===== src/source/la_pkg.sv =====
// Shared types and default parameter values for the embedded logic analyzer.
// Modules refer to these by scoped name, la_pkg::name.
package la_pkg;

    // One character on the serial line
    typedef logic [7:0] uart_byte_t;

    // Capture and dump controller states
    typedef enum logic [1:0]
    {
        la_capture,
        la_dump,
        la_stopped
    } la_state_t;

    // Serial transmitter states, one per part of an 8N1 frame
    typedef enum logic [1:0]
    {
        tx_idle,
        tx_start,
        tx_data,
        tx_stop
    } uart_state_t;

    // Top-level defaults
    parameter int default_capture_width_bits = 32;
    parameter int default_capture_size = 64;

    // 50 MHz system clock divided down to 921600 baud
    parameter int default_clocks_per_bit = 54;

endpackage

===== src/source/capture_mem_if.sv =====
// Write and read ports of the capture buffer RAM.
// The controller owns the addresses and write data, the memory returns read data.
`timescale 1ns/10ps

interface capture_mem_if
#(
    parameter int CAPTURE_WIDTH_BITS = la_pkg::default_capture_width_bits,
    parameter int CAPTURE_SIZE = la_pkg::default_capture_size
);
    localparam int INDEX_WIDTH = $clog2(CAPTURE_SIZE);

    // Write side, sampled at the clock edge
    logic write_en;
    logic [INDEX_WIDTH-1:0] write_addr;
    logic [CAPTURE_WIDTH_BITS-1:0] write_data;

    // Read side, data follows the address by one cycle
    logic [INDEX_WIDTH-1:0] read_addr;
    logic [CAPTURE_WIDTH_BITS-1:0] read_data;

    modport controller
    (
        output write_en, write_addr, write_data, read_addr,
        input read_data
    );

    modport memory
    (
        input write_en, write_addr, write_data, read_addr,
        output read_data
    );

endinterface


===== src/source/la_top.sv =====
// Top level of the embedded logic analyzer.
// Connects the capture RAM, the controller and the serial transmitter.
`timescale 1ns/10ps

module la_top
#(
    parameter int CAPTURE_WIDTH_BITS = la_pkg::default_capture_width_bits,
    parameter int CAPTURE_SIZE = la_pkg::default_capture_size,
    parameter int CLOCKS_PER_BIT = la_pkg::default_clocks_per_bit
)
(
    input logic clk,
    input logic reset,
    input logic [CAPTURE_WIDTH_BITS-1:0] capture_data,
    input logic capture_enable,
    input logic trigger,
    output logic uart_tx
);
    // Controller to transmitter link
    la_pkg::uart_byte_t tx_char;
    logic tx_enable;
    logic tx_ready;

    capture_mem_if #(
        .CAPTURE_WIDTH_BITS(CAPTURE_WIDTH_BITS),
        .CAPTURE_SIZE(CAPTURE_SIZE)
    ) capture_mem ();

    sram_1r1w #(
        .CAPTURE_WIDTH_BITS(CAPTURE_WIDTH_BITS),
        .CAPTURE_SIZE(CAPTURE_SIZE)
    ) capture_ram (
        .clk(clk),
        .mem(capture_mem.memory)
    );

    logic_analyzer #(
        .CAPTURE_WIDTH_BITS(CAPTURE_WIDTH_BITS),
        .CAPTURE_SIZE(CAPTURE_SIZE)
    ) analyzer (
        .clk(clk),
        .reset(reset),
        .capture_data(capture_data),
        .capture_enable(capture_enable),
        .trigger(trigger),
        .mem(capture_mem.controller),
        .tx_char(tx_char),
        .tx_enable(tx_enable),
        .tx_ready(tx_ready)
    );

    uart_transmit #(
        .CLOCKS_PER_BIT(CLOCKS_PER_BIT)
    ) transmitter (
        .clk(clk),
        .reset(reset),
        .tx_enable(tx_enable),
        .tx_char(tx_char),
        .tx_ready(tx_ready),
        .uart_tx(uart_tx)
    );

endmodule


===== src/source/logic_analyzer.sv =====
// Capture and dump controller of the logic analyzer.
// Samples go into a circular RAM until trigger, then are sent oldest first as bytes.
`timescale 1ns/10ps

module logic_analyzer
#(
    parameter int CAPTURE_WIDTH_BITS = la_pkg::default_capture_width_bits,
    parameter int CAPTURE_SIZE = la_pkg::default_capture_size
)
(
    input logic clk,
    input logic reset,
    input logic [CAPTURE_WIDTH_BITS-1:0] capture_data,
    input logic capture_enable,
    input logic trigger,
    capture_mem_if.controller mem,
    output la_pkg::uart_byte_t tx_char,
    output logic tx_enable,
    input logic tx_ready
);
    localparam int INDEX_WIDTH = $clog2(CAPTURE_SIZE);
    localparam int COUNT_WIDTH = $clog2(CAPTURE_SIZE + 1);
    localparam int CAPTURE_BYTES = (CAPTURE_WIDTH_BITS + 7) / 8;
    localparam int BYTE_INDEX_WIDTH = (CAPTURE_BYTES > 1) ? $clog2(CAPTURE_BYTES) : 1;

    typedef logic [INDEX_WIDTH-1:0] entry_index_t;
    typedef logic [COUNT_WIDTH-1:0] entry_count_t;
    typedef logic [BYTE_INDEX_WIDTH-1:0] byte_index_t;
    typedef logic [CAPTURE_BYTES*8-1:0] padded_word_t;

    la_pkg::la_state_t state;

    // Capture side
    entry_index_t capture_entry;
    entry_index_t capture_next;
    logic wrapped;
    logic wrapped_next;
    logic sample_write;

    // Dump side
    entry_index_t dump_entry;
    entry_count_t entries_left;
    byte_index_t dump_byte;
    logic data_valid;
    logic last_byte;
    padded_word_t padded_word;

    // A sample is stored on every enabled cycle in capture, the trigger cycle too
    assign sample_write = state == la_pkg::la_capture && capture_enable;

    // Pointer after this cycle's write, wraps on its own because the size is a power of two
    assign capture_next = sample_write ? capture_entry + 1'b1 : capture_entry;
    assign wrapped_next = wrapped
        || (sample_write && capture_entry == entry_index_t'(CAPTURE_SIZE - 1));

    assign mem.write_en = sample_write;
    assign mem.write_addr = capture_entry;
    assign mem.write_data = capture_data;

    // RAM output lags this address by one cycle, data_valid tracks that
    assign mem.read_addr = dump_entry;

    // Zero-pad the stored word at the top to whole bytes
    always_comb
    begin
        padded_word = '0;
        padded_word[CAPTURE_WIDTH_BITS-1:0] = mem.read_data;
    end

    // Low byte of each entry goes first
    assign tx_char = padded_word[dump_byte*8 +: 8];
    assign last_byte = dump_byte == byte_index_t'(CAPTURE_BYTES - 1);

    // Only offered while the transmitter is idle, so a high tx_enable is always accepted
    assign tx_enable = state == la_pkg::la_dump && data_valid && tx_ready;

    always_ff @(posedge clk, posedge reset)
    begin
        if (reset)
        begin
            state <= la_pkg::la_capture;
            capture_entry <= '0;
            wrapped <= 1'b0;
            dump_entry <= '0;
            entries_left <= '0;
            dump_byte <= '0;
            data_valid <= 1'b0;
        end
        else
        begin
            case (state)
                la_pkg::la_capture:
                begin
                    capture_entry <= capture_next;
                    wrapped <= wrapped_next;

                    if (trigger)
                    begin
                        state <= la_pkg::la_dump;
                        dump_byte <= '0;
                        data_valid <= 1'b0;

                        // Once full, the oldest entry is the one the pointer now names
                        if (wrapped_next)
                        begin
                            dump_entry <= capture_next;
                            entries_left <= entry_count_t'(CAPTURE_SIZE);
                        end
                        else
                        begin
                            dump_entry <= '0;
                            entries_left <= entry_count_t'(capture_next);
                        end
                    end
                end

                la_pkg::la_dump:
                begin
                    if (tx_enable)
                    begin
                        // Byte accepted by the transmitter this edge
                        if (last_byte)
                        begin
                            dump_byte <= '0;
                            dump_entry <= dump_entry + 1'b1;
                            entries_left <= entries_left - 1'b1;
                            data_valid <= 1'b0;
                            if (entries_left == entry_count_t'(1))
                                state <= la_pkg::la_stopped;
                        end
                        else
                        begin
                            dump_byte <= dump_byte + 1'b1;
                        end
                    end
                    else if (!data_valid)
                    begin
                        // Address was stable for a cycle, read data is now good
                        if (entries_left == '0)
                            state <= la_pkg::la_stopped;
                        else
                            data_valid <= 1'b1;
                    end
                end

                la_pkg::la_stopped:
                begin
                    // Stays here until reset
                    data_valid <= 1'b0;
                end

                default:
                    state <= la_pkg::la_stopped;
            endcase
        end
    end

endmodule


===== src/source/uart_transmit.sv =====
// 8N1 serial transmitter used by the logic analyzer to dump its buffer.
// A byte is taken when tx_enable and tx_ready are high at the same edge.
`timescale 1ns/10ps

module uart_transmit
#(
    parameter int CLOCKS_PER_BIT = la_pkg::default_clocks_per_bit
)
(
    input logic clk,
    input logic reset,
    input logic tx_enable,
    input la_pkg::uart_byte_t tx_char,
    output logic tx_ready,
    output logic uart_tx
);
    localparam int PERIOD_WIDTH = $clog2(CLOCKS_PER_BIT + 1);

    typedef logic [PERIOD_WIDTH-1:0] bit_period_t;
    typedef logic [2:0] bit_index_t;

    la_pkg::uart_state_t state;
    bit_period_t period_count;
    bit_index_t bit_index;
    la_pkg::uart_byte_t shift_reg;
    logic bit_done;
    logic shift_now;

    // Ready only between frames
    assign tx_ready = state == la_pkg::tx_idle;

    // Counter runs from CLOCKS_PER_BIT down to 1, so each bit lasts exactly that long
    assign bit_done = period_count == bit_period_t'(1);

    // Next data bit goes out at the end of the start bit and of data bits 0 to 6
    assign shift_now = bit_done && (state == la_pkg::tx_start
        || (state == la_pkg::tx_data && bit_index != 3'd7));

    always_ff @(posedge clk)
    begin
        if (tx_ready && tx_enable)
            shift_reg <= tx_char;
        else if (shift_now)
            shift_reg <= {1'b0, shift_reg[7:1]};
    end

    always_ff @(posedge clk, posedge reset)
    begin
        if (reset)
        begin
            state <= la_pkg::tx_idle;
            period_count <= '0;
            bit_index <= '0;
            uart_tx <= 1'b1;
        end
        else
        begin
            if (period_count != '0)
                period_count <= period_count - 1'b1;

            case (state)
                la_pkg::tx_idle:
                begin
                    uart_tx <= 1'b1;
                    if (tx_enable)
                    begin
                        // Start bit begins on the next cycle
                        state <= la_pkg::tx_start;
                        period_count <= bit_period_t'(CLOCKS_PER_BIT);
                        uart_tx <= 1'b0;
                    end
                end

                la_pkg::tx_start:
                begin
                    if (bit_done)
                    begin
                        state <= la_pkg::tx_data;
                        period_count <= bit_period_t'(CLOCKS_PER_BIT);
                        bit_index <= '0;
                        uart_tx <= shift_reg[0];
                    end
                end

                la_pkg::tx_data:
                begin
                    if (bit_done)
                    begin
                        period_count <= bit_period_t'(CLOCKS_PER_BIT);
                        if (bit_index == 3'd7)
                        begin
                            state <= la_pkg::tx_stop;
                            uart_tx <= 1'b1;
                        end
                        else
                        begin
                            bit_index <= bit_index + 1'b1;
                            uart_tx <= shift_reg[0];
                        end
                    end
                end

                la_pkg::tx_stop:
                begin
                    // Line is already high, just wait out the stop bit
                    if (bit_done)
                        state <= la_pkg::tx_idle;
                end
            endcase
        end
    end

endmodule


===== src/source/sram_1r1w.sv =====
// Dual-port synchronous RAM holding the circular capture buffer.
// One write port and one registered read port, both on clk.
`timescale 1ns/10ps

module sram_1r1w
#(
    parameter int CAPTURE_WIDTH_BITS = la_pkg::default_capture_width_bits,
    parameter int CAPTURE_SIZE = la_pkg::default_capture_size
)
(
    input logic clk,
    capture_mem_if.memory mem
);
    typedef logic [CAPTURE_WIDTH_BITS-1:0] sample_t;

    // Storage array, contents are undefined until written
    sample_t data [CAPTURE_SIZE];

    always_ff @(posedge clk)
    begin
        if (mem.write_en)
            data[mem.write_addr] <= mem.write_data;

        // Registered read, a same-cycle write to this address shows up next time
        mem.read_data <= data[mem.read_addr];
    end

endmodule


===== config.mk =====
export PLATFORM = sky130hd
export DESIGN_NAME = la_top
export DESIGN_NICKNAME = d
export VERILOG_FILES = /design/src/source/la_pkg.sv /design/src/source/capture_mem_if.sv /design/src/source/la_top.sv /design/src/source/logic_analyzer.sv /design/src/source/uart_transmit.sv /design/src/source/sram_1r1w.sv
export SDC_FILE = /design/constraint.sdc
export NUM_CORES = 2
export LEC_CHECK = 0
export BUFFER_PORTS_ARGS = -buffer_cell sky130_fd_sc_hd__clkbuf_2
export CAP_MARGIN = 20
export CORE_MARGIN = 2
export CORE_UTILIZATION = 55
export CTS_BUF_LIST = sky130_fd_sc_hd__clkbuf_8
export DETAILED_ROUTE_END_ITERATION = 6
export PLACE_DENSITY = 0.71
export SLEW_MARGIN = 0
export SYNTH_ARGS = -nofsm -noshare
export SYNTH_HDL_FRONTEND = slang
export SYNTH_SLANG_ARGS = --single-unit

===== constraint.sdc =====
create_clock -name clk -period 4.2 [get_ports clk]
set_input_delay 0.84 -clock clk [delete_from_list [all_inputs] [get_ports clk]]
set_output_delay 0.84 -clock clk [all_outputs]
set_load 0.02 [all_outputs]

==> Yosys cells after proc, flatten, opt, wreduce, memory -nomap -nowiden <==
Memory sizes are Yosys's and may differ from the RTL's. A register that Yosys moved wholly into a read port is not among the register bits.
Index checks and enable logic that the tools add are counted.
{ "word_totals": {"ramBits": 2048, "n_memories": 1, "input_bits": 36, "ff_bits": 45, "latchBits": 0, "word_cells": 122, "romBits": 0} }
{ "memory_table": {"columns": ["name", "depth", "width", "read_ports", "rd_clocked_by_memory_dff", "wr", "line_no", "source"], "rows": [
  ["capture_ram.data", 64, 32, 1, 1, 1, "sram_1r1w.sv:17", "sample_t data [CAPTURE_SIZE];"]
]} }
{ "op_classes": {"n_lt_le_gt_ge": 0, "n_bitwise": 1, "add_sub_neg": 6, "shifts": 1, "mul": 0, "div_mod_pow": 0, "reduce_logical": 26, "n_eq_ne": 24, "n_mux": 51} }
{ "ops": {"columns": ["op", "n"], "rows": [
  ["$mux 6", 8],
  ["$shiftx 32x6->8", 1],
  ["$mux 2", 14],
  ["$mux 7", 4],
  ["$pmux 6 s2", 2],
  ["$mux 8", 2],
  ["$pmux 7 s2", 1],
  ["$add 6x1->6 const B", 2],
  ["$ne 2x1->1 const B", 6],
  ["$mux 1", 11],
  ["$mux 3", 3],
  ["$ne 3x3->1 const B", 3],
  ["$reduce_and 3->1", 3],
  ["$eq 2x2->1 const B", 4],
  ["$pmux 2 s4", 1],
  ["$reduce_and 4->1", 2],
  ["$eq 7x1->1 const B", 1],
  ["$logic_and 1x1->1", 7],
  ["$logic_not 7->1", 1],
  ["$sub 7x1->7 const B", 1],
  ["$eq 6x1->1 const B", 1],
  ["$eq 6x6->1 const B", 1],
  ["$ne 2x2->1 const B", 3],
  ["$ne 3x2->1 const B", 2],
  ["other kinds (18)", 25]
]} }

==> Logic depth before layout (Yosys ltp) <==
{ "depth": {"word_depth": 7, "mapped_depth": 9, "ltp_nobuf": 7} }

==> Cells and area by module <==
From an unflattened synthesis, not the netlist that was laid out.
{ "hier_totals": {"hier_cells": 3615, "hier_area_um2": 81570.7} }
{ "modules_own_cells": {"columns": ["mod", "cells_per_inst", "area_per_inst_um2", "seq_area_each_um2", "instances"], "rows": [
  ["sram_1r1w", 3324, 78515.3, 62139.6, 1],
  ["logic_analyzer", 193, 1893.1, 625.6, 1],
  ["uart_transmit", 98, 1162.4, 541.8, 1]
]} }

==> Worst setup path after synthesis <==
OpenSTA, ideal clock, no wires.
{ "synth_path": {"path_type": "input port to flip-flop", "start": "in capture_enable", "end": "mem capture_ram.data[11][0] (netlist name), enable pin", "path_slack_ns": 0.800, "required_ns": 3.779, "path_buffers": 0, "arrival_ns": 2.979, "cell_stages": 4, "cell_sequence": "nor3b_2 nor2b_1 nand3_1 nor2_1"} }
{ "synth_via": {"elab_chain_len": 3} }
{ "synth_lines": {"columns": ["item", "line_no", "source"], "rows": [
  ["from (decl)", "la_top.sv:15", "input logic capture_enable,"],
  ["$logic_and 1x1->1", "logic_analyzer.sv:49", "assign sample_write = state == la_pkg::la_capture && capture_enable;"],
  ["$mux 1", "sram_1r1w.sv:21", "if (mem.write_en)"],
  ["$mux 1 (not written as such)", "sram_1r1w.sv:22", "data[mem.write_addr] <= mem.write_data;"],
  ["to (decl)", "sram_1r1w.sv:17", null]
]} }
Every way passes these cells.

==> impl_metrics.json <==
{
  "status": "complete, no violations",
  "crit_type": "flip-flop to flip-flop",
  "mostFrequentLayoutCell": "edfxtp_1",
  "cp_slowest_cell": "dfrtp_4",
  "crit_cells": 6,
  "worstSkewPairLatency_ns": 1.04,
  "yosysWarnings": 0,
  "dpl.hpwl_um": 127000,
  "gp_congestion": 0.917,
  "arrival_ns": 4.30,
  "post_dp_cell_area_sq_mm": 0.0864,
  "ys_types": 63,
  "hp-class": "primary input to flip-flop",
  "power_frac_clock": 0.305,
  "start_util": 0.556,
  "via_per_inst": 6.35,
  "synth_edf_count": 2056,
  "yosysSeqAreaShare": 0.769,
  "power_frac_comb": 0.236,
  "max-clock-path-buffers": 4,
  "grt_max_degree": 62,
  "worst_pin_slew_ns": 1.16,
  "numCtsBuffers": 347,
  "coreArea_sq_mm": 0.148,
  "synth.area.top_cells": "edfxtp_1 75%, mux4_2 8.1%, mux2i_1 6.5%",
  "hold_viol": 0,
  "min_to": "capture_ram.data[21][7]",
  "first_pass_iters": 5,
  "rsz0062_at_grt": "false",
  "largest_reg_flops": 2048,
  "die_h_um": 391,
  "crit_required_ns": 5.09,
  "avgRoutedWirePerCell_um": 30.8,
  "r2r_start": "analyzer.mem.read_addr[0]",
  "hp-start": "capture_data[7]",
  "intPower_mw": 37.0,
  "synthToLayoutAreaGrowth_pct": 12.6,
  "nets": 4569,
  "syn_avg_cell_area_sq_um": 20.0,
  "setup_slack_ns": 0.799,
  "yosys.area.top_type": "edfxtp_1",
  "holdWs_ns": 0.160,
  "vdd_ir_drop_max_mv": 0.297,
  "switching_power_mw": 15.6,
  "tritoncts": "yes",
  "fp-row-count": 141,
  "slowest_delay_ns": 0.90,
  "post-place-ws_ns": 0.558,
  "synth_seq_cells": 2125,
  "drtAntennaViolNets": 0,
  "crit_chain": "and2_4 -> buf_4 -> a221oi_1 -> o21ai_1 -> nand3_1 -> a22o_1",
  "dr_total_vias": 42600,
  "power.share.switching": 0.297,
  "cts_num_sinks": 2125,
  "setup_viol": 0,
  "cp-start-kind": "flip-flop",
  "finalCritPeriodShare": 0.810,
  "reg2regPathDepth": 6,
  "p_leak_nw": 30.8,
  "crit_fanout": 29,
  "cp.buffers_inverters": 1,
  "fillerInstances": 10100,
  "ys_dominant_reg_cell": "edfxtp_1",
  "synth_nets": 4172,
  "die-area_sq_mm": 0.153,
  "root_buffer": "clkbuf_8",
  "mostFrequentLayoutCells": "2056 x edfxtp_1, 534 x mux2i_1, 361 x clkbuf_8",
  "fmax_mhz": 294,
  "power_density_mw_per_mm2": 568,
  "drtIter0Drc": 5193,
  "grt_pass1_vias": 41800,
  "boundaryPins": 37,
  "ctsHtreeMaxLevel": 5,
  "antenna_found_initial": 10,
  "drc": 0,
  "seq_power_share": 0.459,
  "layout_min_cycle_time_ns": 3.40,
  "final_cell_area_sq_mm": 0.0927,
  "grt_overflow": 0,
  "final.setup.tns_ns": 0,
  "async_flop_share": 0.0174,
  "grtUsageTotal": 0.273,
  "clk_pin_slew_ns": 0.06,
  "rrSetupSlack_ns": 0.80,
  "report.final.slew_viol_count": 0,
  "port_buffers": 36,
  "cp_top_family": "simple AND/OR/NAND/NOR gates",
  "drv_cap": 0,
  "synth_area_sq_mm": 0.0823,
  "finalWirelength_um": 207000,
  "hold_depth": 1,
  "die_w_um": 391,
  "post-cts-setup-buffers": 0,
  "cp-end-kind": "flip-flop",
  "yosys.area.top_type_share": 0.750,
  "r2r_end": "capture_ram.mem.read_data[31]",
  "grt_pass1_wl_um": 296000,
  "layout-drive-gt1-share": 0.230,
  "slew_headroom": 0.224,
  "clock_skew_ns": 0.0730,
  "syn_inst": 4121
}
-- how the worst max path moves through the flow --
stage                                   start                            end  slack, ns
detailed placement             capture_enable       capture_ram.data[16][20]       0.56
finish              analyzer.mem.read_addr[0]  capture_ram.mem.read_data[31]       0.80
global placement               capture_enable       capture_ram.data[16][20]       0.53
global route        analyzer.mem.read_addr[0]   capture_ram.mem.read_data[2]       0.70
CTS                 analyzer.mem.read_addr[0]   capture_ram.mem.read_data[0]       0.77
floorplan                      capture_enable        capture_ram.data[11][0]       0.80
-- cell type report --
type                            count  area (sq um)  area share
Tap cell                         1930          2410      0.0261
Sequential cell                  2125         63300       0.683
Multi-Input combinational cell   1744         18200       0.197
Timing Repair Buffer              289          2570      0.0278
Inverter                           11          41.3    0.000446
Clock buffer                      361          4970      0.0536
Antenna cell                        7          17.5    0.000189
Clock inverter                    244          1120      0.0121
-- repair_timing --
item | in CTS | in global routing
hold buffers | 1 | 0
setup endpoints to repair | 0 | 0
endpoints found under the hold margin | 36 | 0
gates resized for setup | 0 | 0
-- power groups by stage --
stage,sequential (mW),combinational (mW),clock (mW)
floorplan,24.1,8.35,0
global placement,24.6,12.2,0
detailed placement,24.6,12.3,0
CTS,24.1,12.3,16.3
global route,24.2,13.0,17.2
finish,24.1,12.4,16.1
-- worst register-to-register path: stages (launching register included) --
cell and delay (ns):
dfrtp_4 0.90, and2_4 0.67, buf_4 0.39, a221oi_1 0.17, o21ai_1 0.44, nand3_1 0.40
a22o_1 0.33
-- routing by layer --
layer  vias to the layer above  wire, um  GRT usage
li1                      17800         -          -
met1                     22200     82100      0.384
met2                      2182     96100      0.416
met3                       426     20300     0.0654
met4                         4      8330      0.110
met5                         -        25          0
-- kinds of logic (layout without fill, tap and decap cells) --
logic type,Yosys count,count (layout),share of synthesized area
adder cells (fa/ha/maj),15,15,0.00228
AO/OA/AOI/OAI,529,529,0.0424
multiplexers,852,852,0.151
other,0,7,0
buffers and inverters,252,905,0.0163
XOR/XNOR,10,10,0.00106
flip-flops,2125,2125,0.769
AND/OR/NAND/NOR,338,338,0.0181
-- through the flow --
stage / std cells / util / power, mW
after global placement: 6083 / 0.583 / 36.7
after CTS: 6697 / 0.624 / 52.8
after floorplan: 4121 / - / 32.5
after global routing: 6706 / 0.625 / 54.4
final: 6711 / 0.625 / 52.6
after detailed placement: 6091 / 0.583 / 36.9
-- cell usage after synthesis (32+ instances only) --
cell	instances
dfxtp_1	32
mux4_2	295
edfxtp_1	2056
nand3_1	33
a22oi_1	117
a41oi_1	33
o21ai_0	93
a22o_1	36
clkbuf_1	99
mux2i_1	534
a221oi_1	35
nor2_1	90
a21oi_1	79
buf_4	40
a31oi_1	67
o21ai_1	48
nand2_1	156
buf_2	66
dfrtp_1	36
No activity file was read; power rests on OpenSTA's default activity.
